File: src/hw/gate_apd_pkg.sv
`default_nettype none

package gate_apd_pkg;

    //////////////////////////////
    // field widths

    // duty cycle of the gate, in clk240 cycles
    localparam int duty_w = 4;
    // coarse tune delay select, only 0 to 7 reach the shift line
    localparam int tune_w = 4;
    // fine-delay window length, in clk240 cycles
    localparam int res_w = 14;

    // master, slave 1, slave 2
    localparam int num_chan = 3;

    //////////////////////////////
    // configuration words

    // gate generator settings
    typedef struct packed {
        logic [duty_w-1:0] duty;
        logic [tune_w-1:0] tune;
    } gate_cfg_t;

    // one fine-delay channel
    typedef struct packed {
        // window length in cycles
        logic [res_w-1:0] resolution;
        // step direction, 1 moves the tap up
        logic             increase;
    } chan_cfg_t;

    // full parameter word, loaded on params_load_i
    // chan[0] is the master channel
    typedef struct packed {
        gate_cfg_t                    gate;
        chan_cfg_t [num_chan-1:0]     chan;
    } gate_apd_cfg_t;

    //////////////////////////////
    // delay-line step control

    typedef struct packed {
        // one-cycle step strobe
        logic ce;
        // direction for the strobe
        logic inc;
        // voltage/temperature compensation hold, high when idle
        logic en_vtc;
    } dly_step_t;

endpackage

`default_nettype wire

File: src/hw/gate_pulse_gen.sv
`default_nettype none

module gate_pulse_gen
    import gate_apd_pkg::*;
#(
    // gate period in clk240 cycles, 2 to 31
    parameter int gate_period = 3
) (
    input  wire        clk240,
    input  wire        ttl_rst240_o,
    input  logic       pps_i,
    input  logic       params_load_i,
    input  gate_cfg_t  gate_cfg_i,
    output logic       gate_o,
    output logic       gate_rep_o
);

    // taps 0..7 of the tune shift line
    localparam int line_depth = 8;
    localparam int tap_w      = $clog2(line_depth);
    localparam int cnt_w      = $clog2(gate_period);

    // last count value before wrapping
    localparam logic [cnt_w-1:0] cnt_last = cnt_w'(gate_period - 1);
    // largest tune the line can serve
    localparam logic [tune_w-1:0] tune_max = tune_w'(line_depth - 1);

    logic [duty_w-1:0]     duty_q;
    logic [tune_w-1:0]     tune_q;
    logic                  pps_q;
    logic                  armed_q;
    logic [cnt_w-1:0]      cnt_q;
    logic                  pulse_q;
    logic [line_depth-1:0] line_q;
    logic [tap_w-1:0]      tap;

    //////////////////////////////
    // parameter copy

    // new duty and tune apply from the cycle after the load strobe
    always_ff @(posedge clk240) begin
        if (ttl_rst240_o) begin
            duty_q <= '0;
            tune_q <= '0;
        end else if (params_load_i) begin
            duty_q <= gate_cfg_i.duty;
            tune_q <= gate_cfg_i.tune;
        end
    end

    //////////////////////////////
    // pps arming

    // rising edge of pps arms once, cleared only by reset
    always_ff @(posedge clk240) begin
        if (ttl_rst240_o) begin
            pps_q   <= 1'b0;
            armed_q <= 1'b0;
        end else begin
            pps_q <= pps_i;
            if (pps_i && !pps_q) begin
                armed_q <= 1'b1;
            end
        end
    end

    //////////////////////////////
    // gate pulse and tune line

    always_ff @(posedge clk240) begin
        if (ttl_rst240_o) begin
            cnt_q   <= '0;
            pulse_q <= 1'b0;
            line_q  <= '0;
        end else if (!armed_q) begin
            // idle until pps, everything held clear
            cnt_q   <= '0;
            pulse_q <= 1'b0;
            line_q  <= '0;
        end else begin
            // high for the first duty counts of each period
            pulse_q <= (int'(cnt_q) < int'(duty_q));
            // wrap at the end of the period
            if (cnt_q == cnt_last) begin
                cnt_q <= '0;
            end else begin
                cnt_q <= cnt_q + cnt_w'(1);
            end
            // line_q[i] holds the pulse from i+1 cycles back
            line_q <= {line_q[line_depth-2:0], pulse_q};
        end
    end

    // tune above 7 clamps to the last tap
    always_comb begin
        if (tune_q > tune_max) begin
            tap = tap_w'(line_depth - 1);
        end else begin
            tap = tap_w'(tune_q);
        end
    end

    // delayed gate, tune+1 cycles behind the repeat
    assign gate_o     = line_q[tap];
    assign gate_rep_o = pulse_q;

endmodule

`default_nettype wire

File: src/hw/fine_step_ctrl.sv
`default_nettype none

module fine_step_ctrl
    import gate_apd_pkg::*;
#(
    // cycles between two step strobes, 3 or more
    parameter int step_period = 17,
    // strobe position inside the period, below step_period
    parameter int step_phase  = 9
) (
    input  wire        clk240,
    input  wire        ttl_rst240_o,
    input  logic       params_load_i,
    input  chan_cfg_t  chan_cfg_i,
    input  logic       step_en_i,
    output dly_step_t  dly_step_o
);

    // one extra bit so resolution+1 fits
    localparam int win_w = res_w + 1;
    // wide enough to hold step_period itself
    localparam int ph_w  = $clog2(step_period + 1);

    localparam logic [ph_w-1:0] ph_last   = ph_w'(step_period - 1);
    // phase value where ce is high
    localparam logic [ph_w-1:0] ph_strobe = ph_w'(step_phase + 1);

    logic [res_w-1:0] res_q;
    logic             increase_q;
    logic [win_w-1:0] win_cnt_q;
    logic [win_w-1:0] win_end;
    logic             win_open;
    logic             active_q;
    logic [ph_w-1:0]  phase_q;
    logic [ph_w-1:0]  phase_d;
    logic             ce_q;
    logic             inc_q;

    //////////////////////////////
    // channel parameters

    always_ff @(posedge clk240) begin
        if (ttl_rst240_o) begin
            res_q      <= '0;
            increase_q <= 1'b0;
        end else if (params_load_i) begin
            res_q      <= chan_cfg_i.resolution;
            increase_q <= chan_cfg_i.increase;
        end
    end

    //////////////////////////////
    // step window

    // saturation point, also the idle value
    assign win_end = {1'b0, res_q} + win_w'(1);

    // counter in 1..resolution opens the window one cycle later
    assign win_open = (win_cnt_q != '0) && (win_cnt_q <= {1'b0, res_q});

    always_ff @(posedge clk240) begin
        if (ttl_rst240_o) begin
            win_cnt_q <= win_end;
        end else if (!step_en_i) begin
            // enable low rearms the window
            win_cnt_q <= '0;
        end else if (win_cnt_q < win_end) begin
            win_cnt_q <= win_cnt_q + win_w'(1);
        end
    end

    always_ff @(posedge clk240) begin
        if (ttl_rst240_o) begin
            active_q <= 1'b0;
        end else begin
            active_q <= win_open;
        end
    end

    //////////////////////////////
    // step strobe timing

    // phase of the next cycle, restarts at 0 on the first active cycle
    always_comb begin
        if (!active_q) begin
            phase_d = '0;
        end else if (phase_q == ph_last) begin
            phase_d = '0;
        end else begin
            phase_d = phase_q + ph_w'(1);
        end
    end

    always_ff @(posedge clk240) begin
        if (ttl_rst240_o) begin
            phase_q <= '0;
            ce_q    <= 1'b0;
            inc_q   <= 1'b0;
        end else begin
            phase_q <= phase_d;
            // strobe lands in the next cycle, only inside the window
            ce_q    <= win_open && (phase_d == ph_strobe);
            // direction sampled together with each strobe
            if (win_open && (phase_d == ph_strobe)) begin
                inc_q <= increase_q;
            end
        end
    end

    // compensation hold released only while the window is open
    always_comb begin
        dly_step_o.ce     = ce_q;
        dly_step_o.inc    = inc_q;
        dly_step_o.en_vtc = !active_q;
    end

endmodule

`default_nettype wire

File: src/hw/gate_apd_top.sv
`default_nettype none

module gate_apd_top
    import gate_apd_pkg::*;
#(
    // gate period, cycles
    parameter int gate_period = 3,
    // fine-step strobe period and position
    parameter int step_period = 17,
    parameter int step_phase  = 9
) (
    input  wire                        clk240,
    input  wire                        ttl_rst240_o,
    input  logic                       pps_i,
    input  logic                       params_load_i,
    input  gate_apd_cfg_t              cfg_i,
    // one enable level per fine-delay channel
    input  logic [num_chan-1:0]        step_en_i,
    output logic                       gate_o,
    output logic                       gate_rep_o,
    // step control toward the delay lines
    output dly_step_t [num_chan-1:0]   dly_step_o
);

    //////////////////////////////
    // gate generation

    // pps arming, duty pulse and coarse tune delay
    gate_pulse_gen #(
        .gate_period   (gate_period)
    ) u_gate (
        .clk240        (clk240),
        .ttl_rst240_o  (ttl_rst240_o),
        .pps_i         (pps_i),
        .params_load_i (params_load_i),
        .gate_cfg_i    (cfg_i.gate),
        .gate_o        (gate_o),
        .gate_rep_o    (gate_rep_o)
    );

    //////////////////////////////
    // fine-delay step control

    // channel 0 master, 1 and 2 the cascaded slaves
    // all share the load strobe, each copies its own field
    for (genvar n = 0; n < num_chan; n++) begin : g_chan
        fine_step_ctrl #(
            .step_period   (step_period),
            .step_phase    (step_phase)
        ) u_step (
            .clk240        (clk240),
            .ttl_rst240_o  (ttl_rst240_o),
            .params_load_i (params_load_i),
            .chan_cfg_i    (cfg_i.chan[n]),
            .step_en_i     (step_en_i[n]),
            .dly_step_o    (dly_step_o[n])
        );
    end

endmodule

`default_nettype wire

File: config.mk
export PLATFORM = sky130hd
export DESIGN_NAME = gate_apd_top
export DESIGN_NICKNAME = d
export VERILOG_FILES = /design/src/hw/gate_apd_pkg.sv /design/src/hw/gate_pulse_gen.sv /design/src/hw/fine_step_ctrl.sv /design/src/hw/gate_apd_top.sv
export SDC_FILE = /design/constraint.sdc
export NUM_CORES = 1
export LEC_CHECK = 0
export BUFFER_PORTS_ARGS = -buffer_cell sky130_fd_sc_hd__buf_2
export CAP_MARGIN = 20
export CORE_ASPECT_RATIO = 1.25
export CORE_MARGIN = 5
export CORE_UTILIZATION = 45
export DETAILED_ROUTE_END_ITERATION = 8
export MAX_ROUTING_LAYER = met4
export PLACE_DENSITY = 0.67
export SLEW_MARGIN = 25
export SYNTH_ARGS = -nofsm -noshare
export SYNTH_HDL_FRONTEND = slang
export SYNTH_SLANG_ARGS = --single-unit
File: constraint.sdc
create_clock -name clk240 -period 7.6 [get_ports clk240]
set_input_delay 1.9 -clock clk240 [delete_from_list [all_inputs] [get_ports clk240]]
set_output_delay 1.9 -clock clk240 [all_outputs]
set_load 0.005 [all_outputs]
# Yosys cells after proc, flatten, opt, wreduce, memory -nomap -nowiden
# Cells that the tools add are included.
[op_classes]
add_sub_neg = 10
order_cmp = 9
n_eq_ne = 10
n_mux = 18
bitwise_logic = 1
reduce_logical = 16
[op_table]
columns = ["operator", "count"]
rows = [
  ["$mux W15", 9],
  ["$add A14 B1 Y15 const B", 3],
  ["$add A15 B1 Y15 const B", 3],
  ["$le A15 B14 Y1", 3],
  ["$lt A15 B15 Y1", 3],
  ["$reduce_bool A15 Y1", 3],
  ["$mux W5", 6],
  ["$add A5 B1 Y5 const B", 3],
  ["$eq A5 B4 Y1 const B", 3],
  ["$eq A5 B5 Y1 const B", 3],
  ["$ne A3 B2 Y1 const B", 3],
  ["$logic_and A1 B1 Y1", 7],
  ["$gt A4 B3 Y1 const B", 1],
  ["$logic_not A1 Y1", 4],
  ["$lt A2 B4 Y1", 1],
  ["$lt A3 B4 Y1 const B", 1],
  ["$bmux W1 S3", 1],
  ["$mux W3", 1],
  ["$reduce_or A3 Y1", 1],
  ["$add A2 B1 Y2 const B", 1],
  ["$eq A2 B2 Y1 const B", 1],
  ["$reduce_or A2 Y1", 1],
  ["$mux W1", 1],
  ["$not A1 Y1", 1],
]
[totals]
reg_bits = 135
input_bits = 60
out_inout_bits = 11
elab_cells = 92

# Depth between registers and ports, before layout
[depth]
ltp_word = 5
depth_mapped = 12

# By module
# A second synthesis with hierarchy kept.
[hier_totals]
hier_cells = 927
area_unflattened_um2 = 8808.4
[by_module_without_submodules]
columns = ["module", "n_inst", "cells_each", "area_per_inst_um2"]
rows = [
  ["fine_step_ctrl", 3, 285, 2682.6],
  ["gate_pulse_gen", 1, 72, 760.7],
]

# Least setup slack after synthesis
# Ideal clock, no wire load.
[synth_path]
path_kind = "in2reg"
start = "in ttl_rst240_o"
end = "reg g_chan[2].u_step.win_cnt_q[0], enable pin"
setup_time_ns = 0.392
t_arrival_ns = 3.483
required_ns = 7.208
slack_ns = 3.725
path_stages = 6
n_path_buf = 2
cell_sequence = "clkbuf_1 > inv_2 > nand2_1 > clkbuf_1 > o21ai_0 > a21oi_1"
[synth_via]
elab_chain_len = 1
[synth_rtl]
columns = ["item", "line", "source"]
rows = [
  ["from (decl)", "gate_apd_top.sv:13", "input wire ttl_rst240_o,"],
  ["$ne A3 B2 Y1 (no line)", "--", ""],
  ["to (signal assigned)", "fine_step_ctrl.sv:63", "win_cnt_q <= win_end;"],
  ["to (signal assigned)", "fine_step_ctrl.sv:68", "win_cnt_q <= win_cnt_q + win_w'(1);"],
  ["to (decl)", "fine_step_ctrl.sv:30", "logic [win_w-1:0] win_cnt_q;"],
]
# No other way between the ends.
# A chain may end at the register's enable or synchronous reset.

# Worst setup path after layout
# Same ends and word-level chain as after synthesis.

==> impl_metrics.ini <==
[sta]
whs_ns = 0.420
drv_slew = 0
fin_crit_sh_pct = 52.8
skew_ns = 0.00999
relSlewSlack_pct = 35.6
worst_pin_slew_ns = 0.966
hold_viol_final = 0
min_period_ns = 4.01
tns_ns = 0
setup_viol = 0
rsz0062_at_grt = no
fmax_ghz = 0.249

[clock_tree]
cts_hold_buffers = 0
cts-root-buf = clkbuf_16
clock-sinks = 135
ctsResizeCount = 0
cts_max_path_buffers = 2
clkSlewWorstSetupHoldPaths_ns = 0.06
cts_setup_buffers = 0
htreeDepth = 4
cts_tree = done
cts_buffers = 17
clk_latency_ns = 0.42

[outcome]
outcome = complete, no violations

[critical_path]
worstSetupPathType = primary input to flop
reg2reg_from = g_chan[1].u_step.res_q[0]$_SDFFE_PP0P_
critPathCaptureType = flop
worstRegToRegCells = 12
worstSetupStartpointType = primary input
r2r_end = g_chan[1].u_step.win_cnt_q[13]$_DFFE_PP_
cp_data_arrival_time_ns = 4.18
reg2reg_setup_slack_ns = 4.23
critPathMaxFanout = 45
worst_ep_required_time_ns = 7.77

[drt]
routed_wl_mm = 19.3
ant_nets = 0
via_per_inst = 5.47
drtIter0Drc = 402
vias = 6889
wl_per_cell_um = 15.3
first_pass_iters = 5
drc = 0

[place]
io_buffers = 70
place_area_sq_um = 9280
hpwl_mm = 14.5
gp_congestion = 0.856

[final_layout]
syn_to_final_growth_pct = 12.2
final_area_sq_um = 9810
final_layout_size_suffix_gt1_share_pct = 11.5
final_nets = 1174
nFillCells = 1807
diodes = 0

[yosys]
synthTopCellsByCount = 104 x ha_1, 98 x nor2_1, 90 x dfxtp_1
syn_inst = 951
seq_area_frac_synth_pct = 36.1
ys_ff_latch = 135
syn_nets = 1115
synth_top_flop_cell = dfxtp_1
yosysUniqueCellTypes = 56
synth-edff-count = 45
async_flop_share_pct = 0
synth_area_leader_cell = dfxtp_1
synth_top_area_share_pct = 20.6
synth_area_leaders = dfxtp_1 21%, edfxtp_1 15%, ha_1 15%
avgSynthCellArea_sq_um = 9.20
yosysMostFrequentCell = ha_1
netlist_area_sq_um = 8740
yosys_warnings = 0

[die]
die_w_um = 135
die_h_um = 166
die_area_sq_um = 22300
rows = 57
pin_count = 71
start_util_pct = 45.4
core_sq_um = 19300

[global_routing]
grt.total_usage_pct = 18.0
antenna_found_initial = 0
grt-ovfl-total = 0
grt_pass1_wl_mm = 31.9
grt_max_degree = 54
grt_pass1_vias = 6589

[power_and_ir_drop]
leakagePower_nw = 4.13
power_density_nw_per_um2 = 304
ir_worst_vdd_v = 0.000202

[hold_path]
worstHoldPathCells = 1
min_to = u_gate.cnt_q[0]$_SDFF_PP0_
hp-class = flop to flop
min_from = u_gate.cnt_q[0]$_SDFF_PP0_

[flow_run]
drv_cap = 0
[placed cells by master (no fill, tap or decap), types with 14 or more instances in the layout]
cell	n
a21o_1	15
a21oi_1	29
and3_1	14
buf_2	69
clkbuf_16	17
dfxtp_1	90
edfxtp_1	45
ha_1	104
inv_1	71
mux2i_1	60
nand2_1	49
nand3_1	53
nand4_1	29
nor2_1	98
nor3_1	22
o21ai_0	27
o22ai_1	28
xnor2_1	55
xor2_1	29
[state kept, by name, summed over array words and instances, names as in the netlist]
name	count
u_gate.gate_rep_o	1
g_chan.u_step.res_q	42
u_gate.cnt_q	2
g_chan.u_step.ce_q	3
u_gate.pps_q	1
g_chan.u_step.active_q	3
g_chan.u_step.increase_q	3
u_gate.tune_q	4
u_gate.armed_q	1
g_chan.u_step.phase_q	15
u_gate.duty_q	4
g_chan.u_step.inc_q	3
g_chan.u_step.win_cnt_q	45
u_gate.line_q	8
[through the flow]
step | cells | setup WS (ns) | total power [mW] | utilization (%)
global placement | 1227 | 3.24 | 2.22 | 48.2
floorplan | 951 | 3.73 | 1.92 | -
detailed placement | 1227 | 3.19 | 2.24 | 48.2
CTS | 1259 | 3.63 | 3.00 | 51.0
finish | 1259 | 3.59 | 2.98 | 51.0
global route | 1259 | 3.41 | 3.22 | 51.0
[worst max path at each step]
| stage | start | to | cells past startpoint |
|---|---|---|---|
| final | ttl_rst240_o | g_chan[2].u_step.win_cnt_q[0]$_DFFE_PP_ | 9 |
| after detailed placement | ttl_rst240_o | g_chan[2].u_step.win_cnt_q[13]$_DFFE_PP_ | 9 |
| after global routing | ttl_rst240_o | g_chan[2].u_step.win_cnt_q[12]$_DFFE_PP_ | 9 |
| after floorplan | ttl_rst240_o | g_chan[2].u_step.win_cnt_q[0]$_DFFE_PP_ | 6 |
| after global placement | ttl_rst240_o | g_chan[2].u_step.win_cnt_q[3]$_DFFE_PP_ | 9 |
| after CTS | ttl_rst240_o | g_chan[2].u_step.win_cnt_q[0]$_DFFE_PP_ | 9 |
[report_power, final]
group / internal (mW) / leakage (nW) / switching (mW)
clock network: 0.428 / 0.273 / 0.326
logic: 0.493 / 2.60 / 0.544
registers: 0.937 / 1.25 / 0.255
total: 1.86 / 4.13 / 1.12
[critical path, stage by stage]
cell     delay (ns)
buf_2          0.10
buf_4          0.23
inv_2          0.29
buf_4          0.48
nand2_1        0.33
or3_1          0.43
o21ai_0        0.09
a21oi_1        0.06
buf_4          0.21
[cells by family after synthesis]
logic type	synth area share (%)
AOI/OAI and AO/OA	9.30
xor gates and xnor gates	8.60
adders and majority gates	14.9
buffers and inverters	4.98
DFF	36.1
muxes	6.87
and+or+nand+nor	19.3
[final cells by class]
class | count | area (sq um) | area share (%)
Clock buffer | 19 | 443 | 4.51
Timing Repair Buffer | 76 | 398 | 4.05
Tap cell | 236 | 295 | 3.01
Multi-Input combinational cell | 707 | 5160 | 52.5
Inverter | 73 | 274 | 2.79
Sequential cell | 135 | 3150 | 32.1
Clock inverter | 13 | 93.8 | 0.956
[per-layer routing]
layer	GRT usage [%]	up-vias	wire length [um]	share of wire, %
li1	-	3516	-	-
met1	22.5	3218	8770	46
met2	29.5	131	9410	49
met3	3.15	24	729	3.8
met4	5.62	0	352	1.8
met5	-	-	0	0
(Power assumes the default switching activity.)
